### config.mk
export PLATFORM = sky130hd
export DESIGN_NAME = intc_priority_top
export DESIGN_NICKNAME = d
export VERILOG_FILES = /design/src/rtl/intc_pkg.sv /design/src/rtl/intc_priority_top.sv /design/src/rtl/level_merge_tree.sv /design/src/rtl/ipr_group_max.sv /design/src/rtl/ipr_bank.sv
export SDC_FILE = /design/constraint.sdc
export NUM_CORES = 1
export LEC_CHECK = 0
export BUFFER_PORTS_ARGS = -buffer_cell sky130_fd_sc_hd__buf_2
export CORE_MARGIN = 8
export CORE_UTILIZATION = 28
export CTS_CLUSTER_DIAMETER = 100
export DETAILED_ROUTE_END_ITERATION = 6
export RECOVER_POWER = 25
export SYNTH_ARGS = -nofsm -noshare
export SYNTH_HDL_FRONTEND = slang
export SYNTH_SLANG_ARGS = --single-unit
export TNS_END_PERCENT = 20
### constraint.sdc
create_clock -name clk -period 5.9 [get_ports clk]
set_input_delay 0.295 -clock clk [delete_from_list [all_inputs] [get_ports clk]]
set_output_delay 0.295 -clock clk [all_outputs]
set_load 0.005 [all_outputs]
### src/rtl/intc_pkg.sv
package intc_pkg;

  // Sizes of the priority register file
  localparam int LEVEL_W        = 3;
  localparam int FIELDS_PER_IPR = 4;
  localparam int NUM_IPR        = 14;
  localparam int NUM_SRC        = NUM_IPR * FIELDS_PER_IPR;
  localparam int IPR_W          = 16;
  localparam int IPR_ADDR_W     = 4;

  // Level 0 means no interrupt
  typedef logic [LEVEL_W-1:0] level_t;

  // One IPR, four fields with a spare bit above each
  typedef struct packed {
    logic   rsvd_15;
    level_t pri_14_12;
    logic   rsvd_11;
    level_t pri_10_8;
    logic   rsvd_7;
    level_t pri_6_4;
    logic   rsvd_3;
    level_t pri_2_0;
  } ipr_t;

  // Register write carried by the req/ack port
  typedef struct packed {
    logic [IPR_ADDR_W-1:0] addr;
    ipr_t                  data;
  } ipr_wr_t;

  // Bit s is the request of source s
  typedef logic [NUM_SRC-1:0] src_req_t;

  // Larger of two levels
  function automatic level_t max_level(input level_t a, input level_t b);
    level_t result;
    if (a > b) begin
      result = a;
    end else begin
      result = b;
    end
    return result;
  endfunction

endpackage : intc_pkg
### src/rtl/intc_priority_top.sv
`timescale 1ns/10ps

module intc_priority_top (
  input  logic               clk,
  input  logic               rst_n,
  input  logic               wr_req,
  input  intc_pkg::ipr_wr_t  wr,
  input  intc_pkg::src_req_t src_req,
  output logic               wr_ack,
  output intc_pkg::level_t   max_priority
);

  intc_pkg::ipr_t   ipr       [intc_pkg::NUM_IPR];
  intc_pkg::level_t group_max [intc_pkg::NUM_IPR];

  ipr_bank u_bank (
    .clk    (clk),
    .rst_n  (rst_n),
    .wr_req (wr_req),
    .wr     (wr),
    .wr_ack (wr_ack),
    .ipr    (ipr)
  );

  // One unit per IPR, four request bits each
  for (genvar k = 0; k < intc_pkg::NUM_IPR; k++) begin : g_group
    ipr_group_max u_group (
      .clk       (clk),
      .rst_n     (rst_n),
      .ipr       (ipr[k]),
      .req       (src_req[k*intc_pkg::FIELDS_PER_IPR +: intc_pkg::FIELDS_PER_IPR]),
      .group_max (group_max[k])
    );
  end

  level_merge_tree u_tree (
    .clk          (clk),
    .rst_n        (rst_n),
    .group_max    (group_max),
    .max_priority (max_priority)
  );

endmodule : intc_priority_top

### src/rtl/level_merge_tree.sv
`timescale 1ns/10ps

module level_merge_tree (
  input  logic             clk,
  input  logic             rst_n,
  input  intc_pkg::level_t group_max [intc_pkg::NUM_IPR],
  output intc_pkg::level_t max_priority
);

  intc_pkg::level_t pair_max [intc_pkg::NUM_IPR/2];
  intc_pkg::level_t max_abcd;
  intc_pkg::level_t max_efgh;
  intc_pkg::level_t max_ijkl;
  intc_pkg::level_t max_mn;
  intc_pkg::level_t max_abcdefgh;
  intc_pkg::level_t max_ijkl_mn;
  intc_pkg::level_t max_final;

  // AB, CD, EF, GH, IJ, KL, MN
  for (genvar p = 0; p < intc_pkg::NUM_IPR/2; p++) begin : g_pair
    assign pair_max[p] = intc_pkg::max_level(group_max[2*p], group_max[2*p+1]);
  end

  // Groups of four registers
  assign max_abcd = intc_pkg::max_level(pair_max[0], pair_max[1]);
  assign max_efgh = intc_pkg::max_level(pair_max[2], pair_max[3]);
  assign max_ijkl = intc_pkg::max_level(pair_max[4], pair_max[5]);

  // MN has no partner at this level
  assign max_mn = pair_max[6];

  // Halves
  assign max_abcdefgh = intc_pkg::max_level(max_abcd, max_efgh);
  assign max_ijkl_mn  = intc_pkg::max_level(max_ijkl, max_mn);

  assign max_final = intc_pkg::max_level(max_abcdefgh, max_ijkl_mn);

  // Second pipeline stage
  always_ff @(posedge clk) begin
    if (!rst_n) begin
      max_priority <= '0;
    end else begin
      max_priority <= max_final;
    end
  end

endmodule : level_merge_tree

### src/rtl/ipr_group_max.sv
`timescale 1ns/10ps

module ipr_group_max (
  input  logic                                clk,
  input  logic                                rst_n,
  input  intc_pkg::ipr_t                      ipr,
  input  logic [intc_pkg::FIELDS_PER_IPR-1:0] req,
  output intc_pkg::level_t                    group_max
);

  intc_pkg::level_t sel_14_12;
  intc_pkg::level_t sel_10_8;
  intc_pkg::level_t sel_6_4;
  intc_pkg::level_t sel_2_0;
  intc_pkg::level_t max_hi;
  intc_pkg::level_t max_lo;
  intc_pkg::level_t max_all;

  // A silent source counts as level 0
  always_comb begin
    sel_14_12 = req[0] ? ipr.pri_14_12 : '0;
    sel_10_8  = req[1] ? ipr.pri_10_8  : '0;
    sel_6_4   = req[2] ? ipr.pri_6_4   : '0;
    sel_2_0   = req[3] ? ipr.pri_2_0   : '0;
  end

  // Two pairs, then the pair of results
  assign max_hi  = intc_pkg::max_level(sel_14_12, sel_10_8);
  assign max_lo  = intc_pkg::max_level(sel_6_4, sel_2_0);
  assign max_all = intc_pkg::max_level(max_hi, max_lo);

  // First pipeline stage
  always_ff @(posedge clk) begin
    if (!rst_n) begin
      group_max <= '0;
    end else begin
      group_max <= max_all;
    end
  end

endmodule : ipr_group_max

### src/rtl/ipr_bank.sv
`timescale 1ns/10ps

module ipr_bank (
  input  logic             clk,
  input  logic             rst_n,
  input  logic             wr_req,
  input  intc_pkg::ipr_wr_t wr,
  output logic             wr_ack,
  output intc_pkg::ipr_t   ipr [intc_pkg::NUM_IPR]
);

  logic                        wr_start;
  logic [intc_pkg::NUM_IPR-1:0] wr_sel;
  intc_pkg::ipr_t              wr_data;

  // New transaction: request seen while ack still low
  assign wr_start = wr_req & ~wr_ack;

  // Address decode, 14 and 15 select nothing
  always_comb begin
    wr_sel = '0;
    for (int k = 0; k < intc_pkg::NUM_IPR; k++) begin
      if (wr.addr == k[intc_pkg::IPR_ADDR_W-1:0]) begin
        wr_sel[k] = wr_start;
      end
    end
  end

  // Spare bits are never stored
  always_comb begin
    wr_data         = wr.data;
    wr_data.rsvd_15 = 1'b0;
    wr_data.rsvd_11 = 1'b0;
    wr_data.rsvd_7  = 1'b0;
    wr_data.rsvd_3  = 1'b0;
  end

  // Four-phase ack
  always_ff @(posedge clk) begin
    if (!rst_n) begin
      wr_ack <= 1'b0;
    end else if (wr_start) begin
      wr_ack <= 1'b1;
    end else if (!wr_req) begin
      wr_ack <= 1'b0;
    end
  end

  // Priority registers
  always_ff @(posedge clk) begin
    if (!rst_n) begin
      for (int k = 0; k < intc_pkg::NUM_IPR; k++) begin
        ipr[k] <= '0;
      end
    end else begin
      for (int k = 0; k < intc_pkg::NUM_IPR; k++) begin
        if (wr_sel[k]) begin
          ipr[k] <= wr_data;
        end
      end
    end
  end

endmodule : ipr_bank

== Yosys cells after proc, flatten, opt, wreduce, memory -nomap -nowiden ==
Index checks and enable logic that the tools add are counted.

* Flip-flop bits (word level): 214
* Latch bits: 0
* Memory bits (writable): 0
* Bits in read-only memories: 0
* Input port bits: 79
* Memories kept: 0

* $add $sub $neg: 0
* Multipliers: 0
* Divide/modulo/power cells: 0
* $lt $le $gt $ge: 55
* Eq/ne operators: 14
* Shifts and indexed selects: 0
* Multiplexer cells: 127
* Bitwise operators: 2
* Reductions and logical operators: 1

{| class="wikitable"
|+ Operators with widths
! cell !! number
|-
| $mux 3 || 111
|-
| $gt 3x3->1 || 55
|-
| $eq 4x4->1 const B || 6
|-
| $eq 4x3->1 const B || 4
|-
| $mux 1 || 16
|-
| $eq 4x2->1 const B || 2
|-
| $eq 4x1->1 const B || 1
|-
| $logic_not 4->1 || 1
|-
| $ne 2x1->1 const B || 1
|-
| $and 1x1->1 || 1
|-
| $not 1->1 || 1
|}

== Depth between registers and ports, before layout ==
Gate-level depths: netlist of the first run.

* Word-level depth: 8
* Gate-level depth with buffers: 25
* Mapped depth without buffers: 25

== Hierarchy ==
A second synthesis of the first run with hierarchy kept.

* Cells, all modules: 1,694
* Area, all modules: 14,995.6 µm²

{| class="wikitable"
|+ Modules (own cells, without submodules)
! module !! instances !! cells an instance !! area an instance (µm²)
|-
| ipr_bank || 1 || 646 || 6,620.1
|-
| ipr_group_max || 14 || 57 || 465.4
|-
| level_merge_tree || 1 || 250 || 1,859.3
|}

== Worst setup path after synthesis of the first run ==
Ideal clock, no wire load.

* Kind: register to register
* Start point: register g_group[7].u_group.group_max[1]
* End point: register u_tree.max_priority[1]
* Arrival time: 4.823 ns
* Setup slack: 0.955 ns
* Stages on the path, launching flop included: 24
* Buffers on the path: 0
* Clock period less this slack: 4.945 ns
* Path through: dfxtp_1 inv_1 ha_1 and4_2 a221o_1 a211oi_2 inv_1 ha_1 and3_2 a21oi_4 o221ai_1 o22ai_1 inv_1 ha_1 nor2b_1 o21a_1 o21ai_1 mux2_2 ha_1 nor2b_1 o21ai_0 a32oi_1 and4_1 a221o_1

* Longest elaborated chain between the ends: 8

{| class="wikitable"
|+ Ends and longest elaborated chain
! element !! line !! RTL
|-
| start, declared || ipr_group_max.sv:8 || <nowiki>output intc_pkg::level_t group_max</nowiki>
|-
| start signal, assigned || ipr_group_max.sv:37 || <nowiki>group_max <= max_all;</nowiki>
|-
| $gt 3x3->1 || intc_pkg.sv:38 || <nowiki>if (a > b) begin</nowiki>
|-
| $mux 3 (*) || intc_pkg.sv:38 ||
|-
| $gt 3x3->1 || intc_pkg.sv:38 ||
|-
| $mux 3 (*) || intc_pkg.sv:38 ||
|-
| $gt 3x3->1 || intc_pkg.sv:38 ||
|-
| $mux 3 (*) || intc_pkg.sv:38 ||
|-
| $gt 3x3->1 || intc_pkg.sv:38 ||
|-
| $mux 3 (*) || intc_pkg.sv:38 ||
|-
| end signal, assigned || level_merge_tree.sv:43 || <nowiki>max_priority <= max_final;</nowiki>
|-
| end, declared || level_merge_tree.sv:7 || <nowiki>output intc_pkg::level_t max_priority</nowiki>
|}

Every way passes the cells marked *; elsewhere a longest branch is shown, timed or not.
A chain may end at the register's enable or synchronous reset.

== Worst setup path in the final report of the first run ==
* Start point: register g_group[5].u_group.group_max[1]
* End point: register u_tree.max_priority[1]

* Longest elaborated chain between the ends: 8

{| class="wikitable"
|+ Ends and longest elaborated chain
! element !! line
|-
| start, declared || ipr_group_max.sv:8
|-
| start signal, assigned || ipr_group_max.sv:37
|-
| $gt 3x3->1 || intc_pkg.sv:38
|-
| $mux 3 (*) || intc_pkg.sv:38
|-
| $gt 3x3->1 || intc_pkg.sv:38
|-
| $mux 3 (*) || intc_pkg.sv:38
|-
| $gt 3x3->1 || intc_pkg.sv:38
|-
| $mux 3 (*) || intc_pkg.sv:38
|-
| $gt 3x3->1 || intc_pkg.sv:38
|-
| $mux 3 (*) || intc_pkg.sv:38
|}

Marks and branches as above.

==> results of run 1 <==
## final cells by class
| class | count | area [sq um] | share of cell area [%] |
|---|---|---|---|
| sequential | 214 | 4284 | 27.87 |
| multi-input combinational | 1273 | 8483 | 55.19 |
| timing repair buffer | 82 | 406.6 | 2.646 |
| inverter | 162 | 608.1 | 3.956 |
| clock buffer | 35 | 743.2 | 4.836 |
| antenna | 1 | 2.502 | 0.01628 |
| clock inverter | 9 | 72.57 | 0.4722 |
| tap | 615 | 769.5 | 5.007 |
## placed cells by master, fill, tap and decap left out, drive strengths merged, types with 17 or more instances in the layout
master and n:
a21oi 129, nand3 17, buf 75, o21ai 45, mux2 17, nor2b 35
inv 162, a32oi 31, a31oi 30, or2 30, a211oi 19, mux2i 159
clkbuf 42, dfxtp 214, nand2 344, ha 165, nor2 151
## sequential cells by signal, indices dropped and copies added, names as in the netlist
register                   flops
u_tree.max_priority            3
u_bank.wr_ack                  1
g_group.u_group.group_max     42
u_bank.ipr                   168
## logic make-up after synthesis
group,Yosys count,synth area share (%)
compound gates,315,14.77
flops,214,31.49
mux,176,13.10
fa+ha+maj,165,15.17
simple gates,617,19.34
buf+inv,217,6.125
## power groups by stage
stage | combinational (uW) | sequential, uW | clock [uW]
6_report | 295 | 1470 | 1520
4_1_cts | 298 | 1470 | 1570
3_5_place_dp | 296 | 1500 | 0
2_1_floorplan | 181 | 1500 | 0
3_3_place_gp | 288 | 1500 | 0
5_1_grt | 327 | 1470 | 1630
## synthesized netlist by cell type (2+ instances only)
library cell / n
buf_4: 2
a211oi_1: 17
nor3b_2: 2
nand3_1: 17
or2_0: 12
a31oi_1: 30
mux2i_1: 159
a211oi_2: 2
o221ai_1: 2
o21a_1: 7
a41oi_1: 14
nand2b_1: 4
a21oi_4: 2
mux2_2: 17
o21ai_1: 18
nand2_1: 344
dfxtp_1: 214
inv_1: 162
a21o_1: 14
nor2b_1: 34
or2_1: 2
and3_1: 7
a221oi_1: 5
and2_1: 11
o21ai_0: 27
ha_1: 165
a32oi_1: 31
buf_2: 9
a21oi_1: 127
nor2_1: 151
nand3b_1: 5
clkbuf_1: 44
o22ai_1: 5
nor3_1: 4
a221o_1: 2
and4_1: 2
or2_2: 16
## final timing paths
path	slack (ns)	from	endpoint
max	0.55	g_group[5].u_group.group_max[1]	u_tree.max_priority[1]
min	0.04	wr_req	u_bank.wr_ack
max reg2reg	0.55	g_group[5].u_group.group_max[1]	u_tree.max_priority[1]
min reg2reg	0.45	u_bank.ipr[222]	u_bank.ipr[222]
## metal layers
metal	up-vias	track usage, %	share of wire (%)
met5	-	0	0.24
met4	14	3.333	2.1
met3	63	2.215	4.3
met2	166	23.41	49
met1	5510	15.39	45
li1	5952	-	-
## per-stage QoR
stage / setup WS, ns / hold WS [ns] / utilization [%] / std cells
after CTS: 0.5742 / 0.02338 / 32.17 / 2390
after global placement: 0.6817 / 0.4420 / 30.46 / 2346
after detailed placement: 0.5995 / 0.4463 / 30.46 / 2346
after floorplan: 0.9551 / 0.4167 / - / 1704
final: 0.5497 / 0.04094 / 32.12 / 2391
after global routing: 0.1481 / 0.02816 / 32.12 / 2391
## critical path: cells and delay by family (launching register included)
family / cells / cell delay, ns
compound gates: 10 / 1.96
simple gates: 6 / 1.01
buf+inv: 3 / 0.30
fa+ha+maj: 4 / 1.22
mux: 1 / 0.34
flops: 1 / 0.41
==> results.toml, run 1 <==
[outcome]
status = "complete, but fails checks"
violations = "max-capacitance violations, max-slew violations"

[global_route]
overflow = 0
grt_usage_pct = 12.85
grt_max_degree = 128
grt_pass1_vias = 11590
antenna_found_initial = 8
grt_pass1_wl_um = 59640

[drt]
wire_per_inst_um = 15.41
routed-via-count = 11710
drc_errors = 0
viasPerCell = 4.895
drt-pass1-iter-count = 5
drt_iter0_markers = 543
finalWirelength_um = 36840
antenna_left = 0

[timing]
setup_viol = 0
worstMarginPinSlew_ns = 3.888
final.setup.tns_ns = 0
slew_headroom_pct = -159.2
hold_viol = 0
final.min_clock_period_ns = 5.350
slew_violations = 215
min_period_over_period_pct = 90.68
rsz0062_at_grt = "false"
clock_skew_ns = 0.01141
fmaxAchievable_ghz = 0.1869

[placed_design]
port_buffers = 78
dp_hpwl_um = 26660
globalplace.congestion = 0.8355
postPlaceCellArea_sq_mm = 0.01458

[clock_tree]
cts_max_level = 1
tritoncts = "done"
post_cts_buffers = 0
cts.sinks = 214
path_clk_slew_ns = 0.06
clock_tree.root_cell = "clkbuf_16"
holdBufCountCts = 0
clk_path_buf_depth = 3
cts_resized = 0
numCtsBuffers = 24
clk_latency_ns = 0.52

[yosys]
ys_seq_area_share_pct = 31.49
synth_top_area_cell = "dfxtp_1"
yosys_warnings = 0
yosys.area.top_type_share_pct = 31.49
avgSynthCellArea_sq_um = 7.984
synth.area.top_cells = "dfxtp_1, ha_1, mux2i_1"
synth.distinct_cells = 55
syn-instance-count = 1704
syn_nets = 1948
synth-edff-count = 0
synth_area_sq_mm = 0.01361
async_reset_ff_share_pct = 0
ys_ff_latch = 214
synth_ff_type = "dfxtp_1"

[pwr]
p_int_uw = 2478
switchingPower_uw = 814.9
power_uw = 3292
peakVddDrop_uv = 173.6
p_clk_share_pct = 46.3
combPwrFrac_pct = 9.0
p_seq_share_pct = 44.7
cellPowerDensity_mw_per_mm2 = 214.2
power.leakage_uw = 0.006832
swShare_pct = 24.75

[worst_setup_path]
cp_cell_sequence = "inv_1, ha_1, nand2b_1, a221oi_1, o21a_1, or2_2, ha_1, and3_2, a21oi_4, o221ai_1, o22ai_1, inv_1, ha_1, nor2b_1, o21a_1, o21ai_1, buf_4, mux2_2, ha_1, nor2b_1, o21ai_0, a32oi_1, nor2_1, a221o_1"
crit_path_start_kind = "register"
slowest_stage = "a221o_1"
critPathMostFrequentCell = "ha_1"
max_stage_delay_ns = 0.42
r2r_cells = 24
endpoint_kind = "register"
required_ns = 6.30
cp_max_fo = 7
arrival_ns = 5.75
crit_type = "reg2reg"

[die]
dieWidth_um = 236.4
coreArea_sq_mm = 0.04785
num_rows = 80
initial_core_util_pct = 28.44
die_h_um = 236.4
dieArea_sq_mm = 0.05590
ios = 83

[final_layout]
drive_gt1_share_pct = 9.127
area_growth_pct = 12.97
fillers = 5036
layout.nets = 2001
final_cell_area_sq_mm = 0.01537

[run]
cap_violations = 2

[min_path]
hold_class = "in2reg"
whs_path_depth = 2
Power figures use the tool's default switching activity.
==> run 2, diff against run 1 <==
--- a/config.mk
+++ b/config.mk
@@ -6,6 +6,7 @@
 export NUM_CORES = 1
 export LEC_CHECK = 0
 export BUFFER_PORTS_ARGS = -buffer_cell sky130_fd_sc_hd__buf_2
+export CORE_ASPECT_RATIO = 0.75
 export CORE_MARGIN = 8
 export CORE_UTILIZATION = 28
 export CTS_CLUSTER_DIAMETER = 100
==> run 2 against run 1 <==
Effect of this change: the flow still finishes with violations (max-capacitance violations, max-slew violations); setup slack better by 0.034 ns; combinational power rose by 1%; critical path depth unchanged; non-clock buffer count unchanged; maximum frequency rose by 0.64%; clock power increased by 6%; first-iteration DRC count up 43%; global-route usage rose by 0.40 points; sequential power is essentially flat; final cell count grew 1.5%; clock-buffer cell count grew 3; largest cell class unchanged.
==> results.toml, run 2 (same netlist as run 1, synthesis figures left out) <==
[outcome]
status = "complete, but fails checks"
violations = "max-capacitance violations, max-slew violations"

[timing]
slew_violations = 215
worstMarginPinSlew_ns = 3.858
setup_viol = 0
final.setup.tns_ns = 0
fin_hold_ws_ns = 0.04838
hold_viol = 0
final.min_clock_period_ns = 5.316
slew_headroom_pct = -157.2
fmaxAchievable_ghz = 0.1881
min_period_over_period_pct = 90.11
rsz0062_at_grt = "false"
clock_skew_ns = 0.01950

[worst_setup_path]
required_ns = 6.30
cp_max_fo = 7
crit_path_start_kind = "register"
arrival_ns = 5.71
crit_type = "reg2reg"
endpoint_kind = "register"
r2r_cells = 24

[die]
ios = 83
die_h_um = 206.9
dieWidth_um = 270.5
initial_core_util_pct = 28.14
dieArea_sq_mm = 0.05597
num_rows = 70
coreArea_sq_mm = 0.04835

[global_route]
overflow = 0
grt_usage_pct = 13.25
grt_pass1_vias = 11620
antenna_found_initial = 7
grt_pass1_wl_um = 60420
grt_max_degree = 129

[drt]
routed-via-count = 11920
drc_errors = 0
viasPerCell = 4.913
wire_per_inst_um = 15.65
drt-pass1-iter-count = 5
drt_iter0_markers = 775
finalWirelength_um = 37970
antenna_left = 0

[pwr]
swShare_pct = 24.49
peakVddDrop_uv = 153.8
power.leakage_uw = 0.006849
p_clk_share_pct = 47.6
p_int_uw = 2551
switchingPower_uw = 827.5
combPwrFrac_pct = 8.8
cellPowerDensity_mw_per_mm2 = 218.5
p_seq_share_pct = 43.6

[clock_tree]
tritoncts = "done"
holdBufCountCts = 0
clock_tree.root_cell = "clkbuf_16"
cts.sinks = 214
path_clk_slew_ns = 0.06
clk_latency_ns = 0.52
cts_resized = 0
numCtsBuffers = 25
cts_max_level = 1
clk_path_buf_depth = 3
post_cts_buffers = 0

[final_layout]
mostFrequentLayoutCells = "nand2_1, dfxtp_1, ha_1, inv_1, mux2i_1"
top_register = "u_bank.ipr"
reg_top3 = "u_bank.ipr (168), g_group.u_group.group_max (42), u_tree.max_priority (3)"
area_growth_pct = 13.66
layout_commonest_cell = "nand2_1"
multiInputGateArea_sq_mm = 0.008478
layout.nets = 2002
drive_gt1_share_pct = 9.122
register_area_sq_mm = 0.004284
fillers = 5080
largest_reg_flops = 168

[placed_design]
dp_hpwl_um = 27330
globalplace.congestion = 0.8304
port_buffers = 78

[run]
cap_violations = 2

[min_path]
whs_path_depth = 2
hold_class = "in2reg"
run 2: layout make-up:
| type | instances | area share, % |
|---|---|---|
| Multi-Input combinational cell | 1273 | 54.83 |
| Sequential cell | 214 | 27.70 |
| Tap cell | 648 | 5.243 |
| Clock buffer | 38 | 5.008 |
| Inverter | 162 | 3.932 |
| Timing Repair Buffer | 82 | 2.654 |
| Clock inverter | 7 | 0.5826 |
| Antenna cell | 3 | 0.04855 |
run 2: stage by stage:
| stage | area, sq um | instances | utilization, % | worst slack, ns | power (uW) |
|---|---|---|---|---|---|
| 4_1_cts | 15480 | 2424 | 32.02 | 0.6168 | 3413 |
| 5_1_grt | 15460 | 2424 | 31.97 | 0.1360 | 3502 |
| 2_1_floorplan | 13610 | 1704 | - | 0.9551 | 1681 |
| 3_5_place_dp | 14620 | 2379 | 30.23 | 0.6493 | 1802 |
| 3_3_place_gp | 14620 | 2379 | 30.23 | 0.6698 | 1793 |
| 6_report | 15460 | 2427 | 31.99 | 0.5838 | 3378 |
run 2: path summary, 6_finish.rpt:
| path | start | end | slack (ns) |
|---|---|---|---|
| hold / removal | wr_req | u_bank.wr_ack | 0.05 |
| setup reg to reg | g_group[7].u_group.group_max[1] | u_tree.max_priority[1] | 0.58 |
| setup / recovery | g_group[7].u_group.group_max[1] | u_tree.max_priority[1] | 0.58 |
| hold reg to reg | u_bank.ipr[22] | u_bank.ipr[22] | 0.46 |
run 2: power by group through the flow:
stage	clock network [uW]	logic (uW)	registers, uW
floorplan	0	181	1500
global placement	0	291	1500
detailed placement	0	299	1500
CTS	1640	301	1470
global route	1700	331	1470
finish	1610	299	1470
run 2: worst max-delay path: stages, from the launching register on:
cell      delay, ns
dfxtp_1        0.37
inv_1          0.06
ha_1           0.34
and4_2         0.25
a221o_1        0.27
a211oi_2       0.27
inv_1          0.07
ha_1           0.27
and3_2         0.19
a21oi_4        0.15
o221ai_1       0.14
o22ai_1        0.26
inv_1          0.07
ha_1           0.28
nor2b_1        0.13
o21a_1         0.16
o21ai_1        0.12
buf_4          0.17
mux2_2         0.34
ha_1           0.29
nor2b_1        0.14
o21ai_0        0.08
a32oi_1        0.29
nor2_1         0.07
a221o_1        0.42
run 2: per-layer routing:
metal  part of all wire (%)  track usage [%]  up-vias
li1                       -                -     5963
met1                     47            17.56     5588
met2                     44            21.74      288
met3                    5.4            2.371       79
met4                    3.4            4.372        6
met5                  0.090                0        -
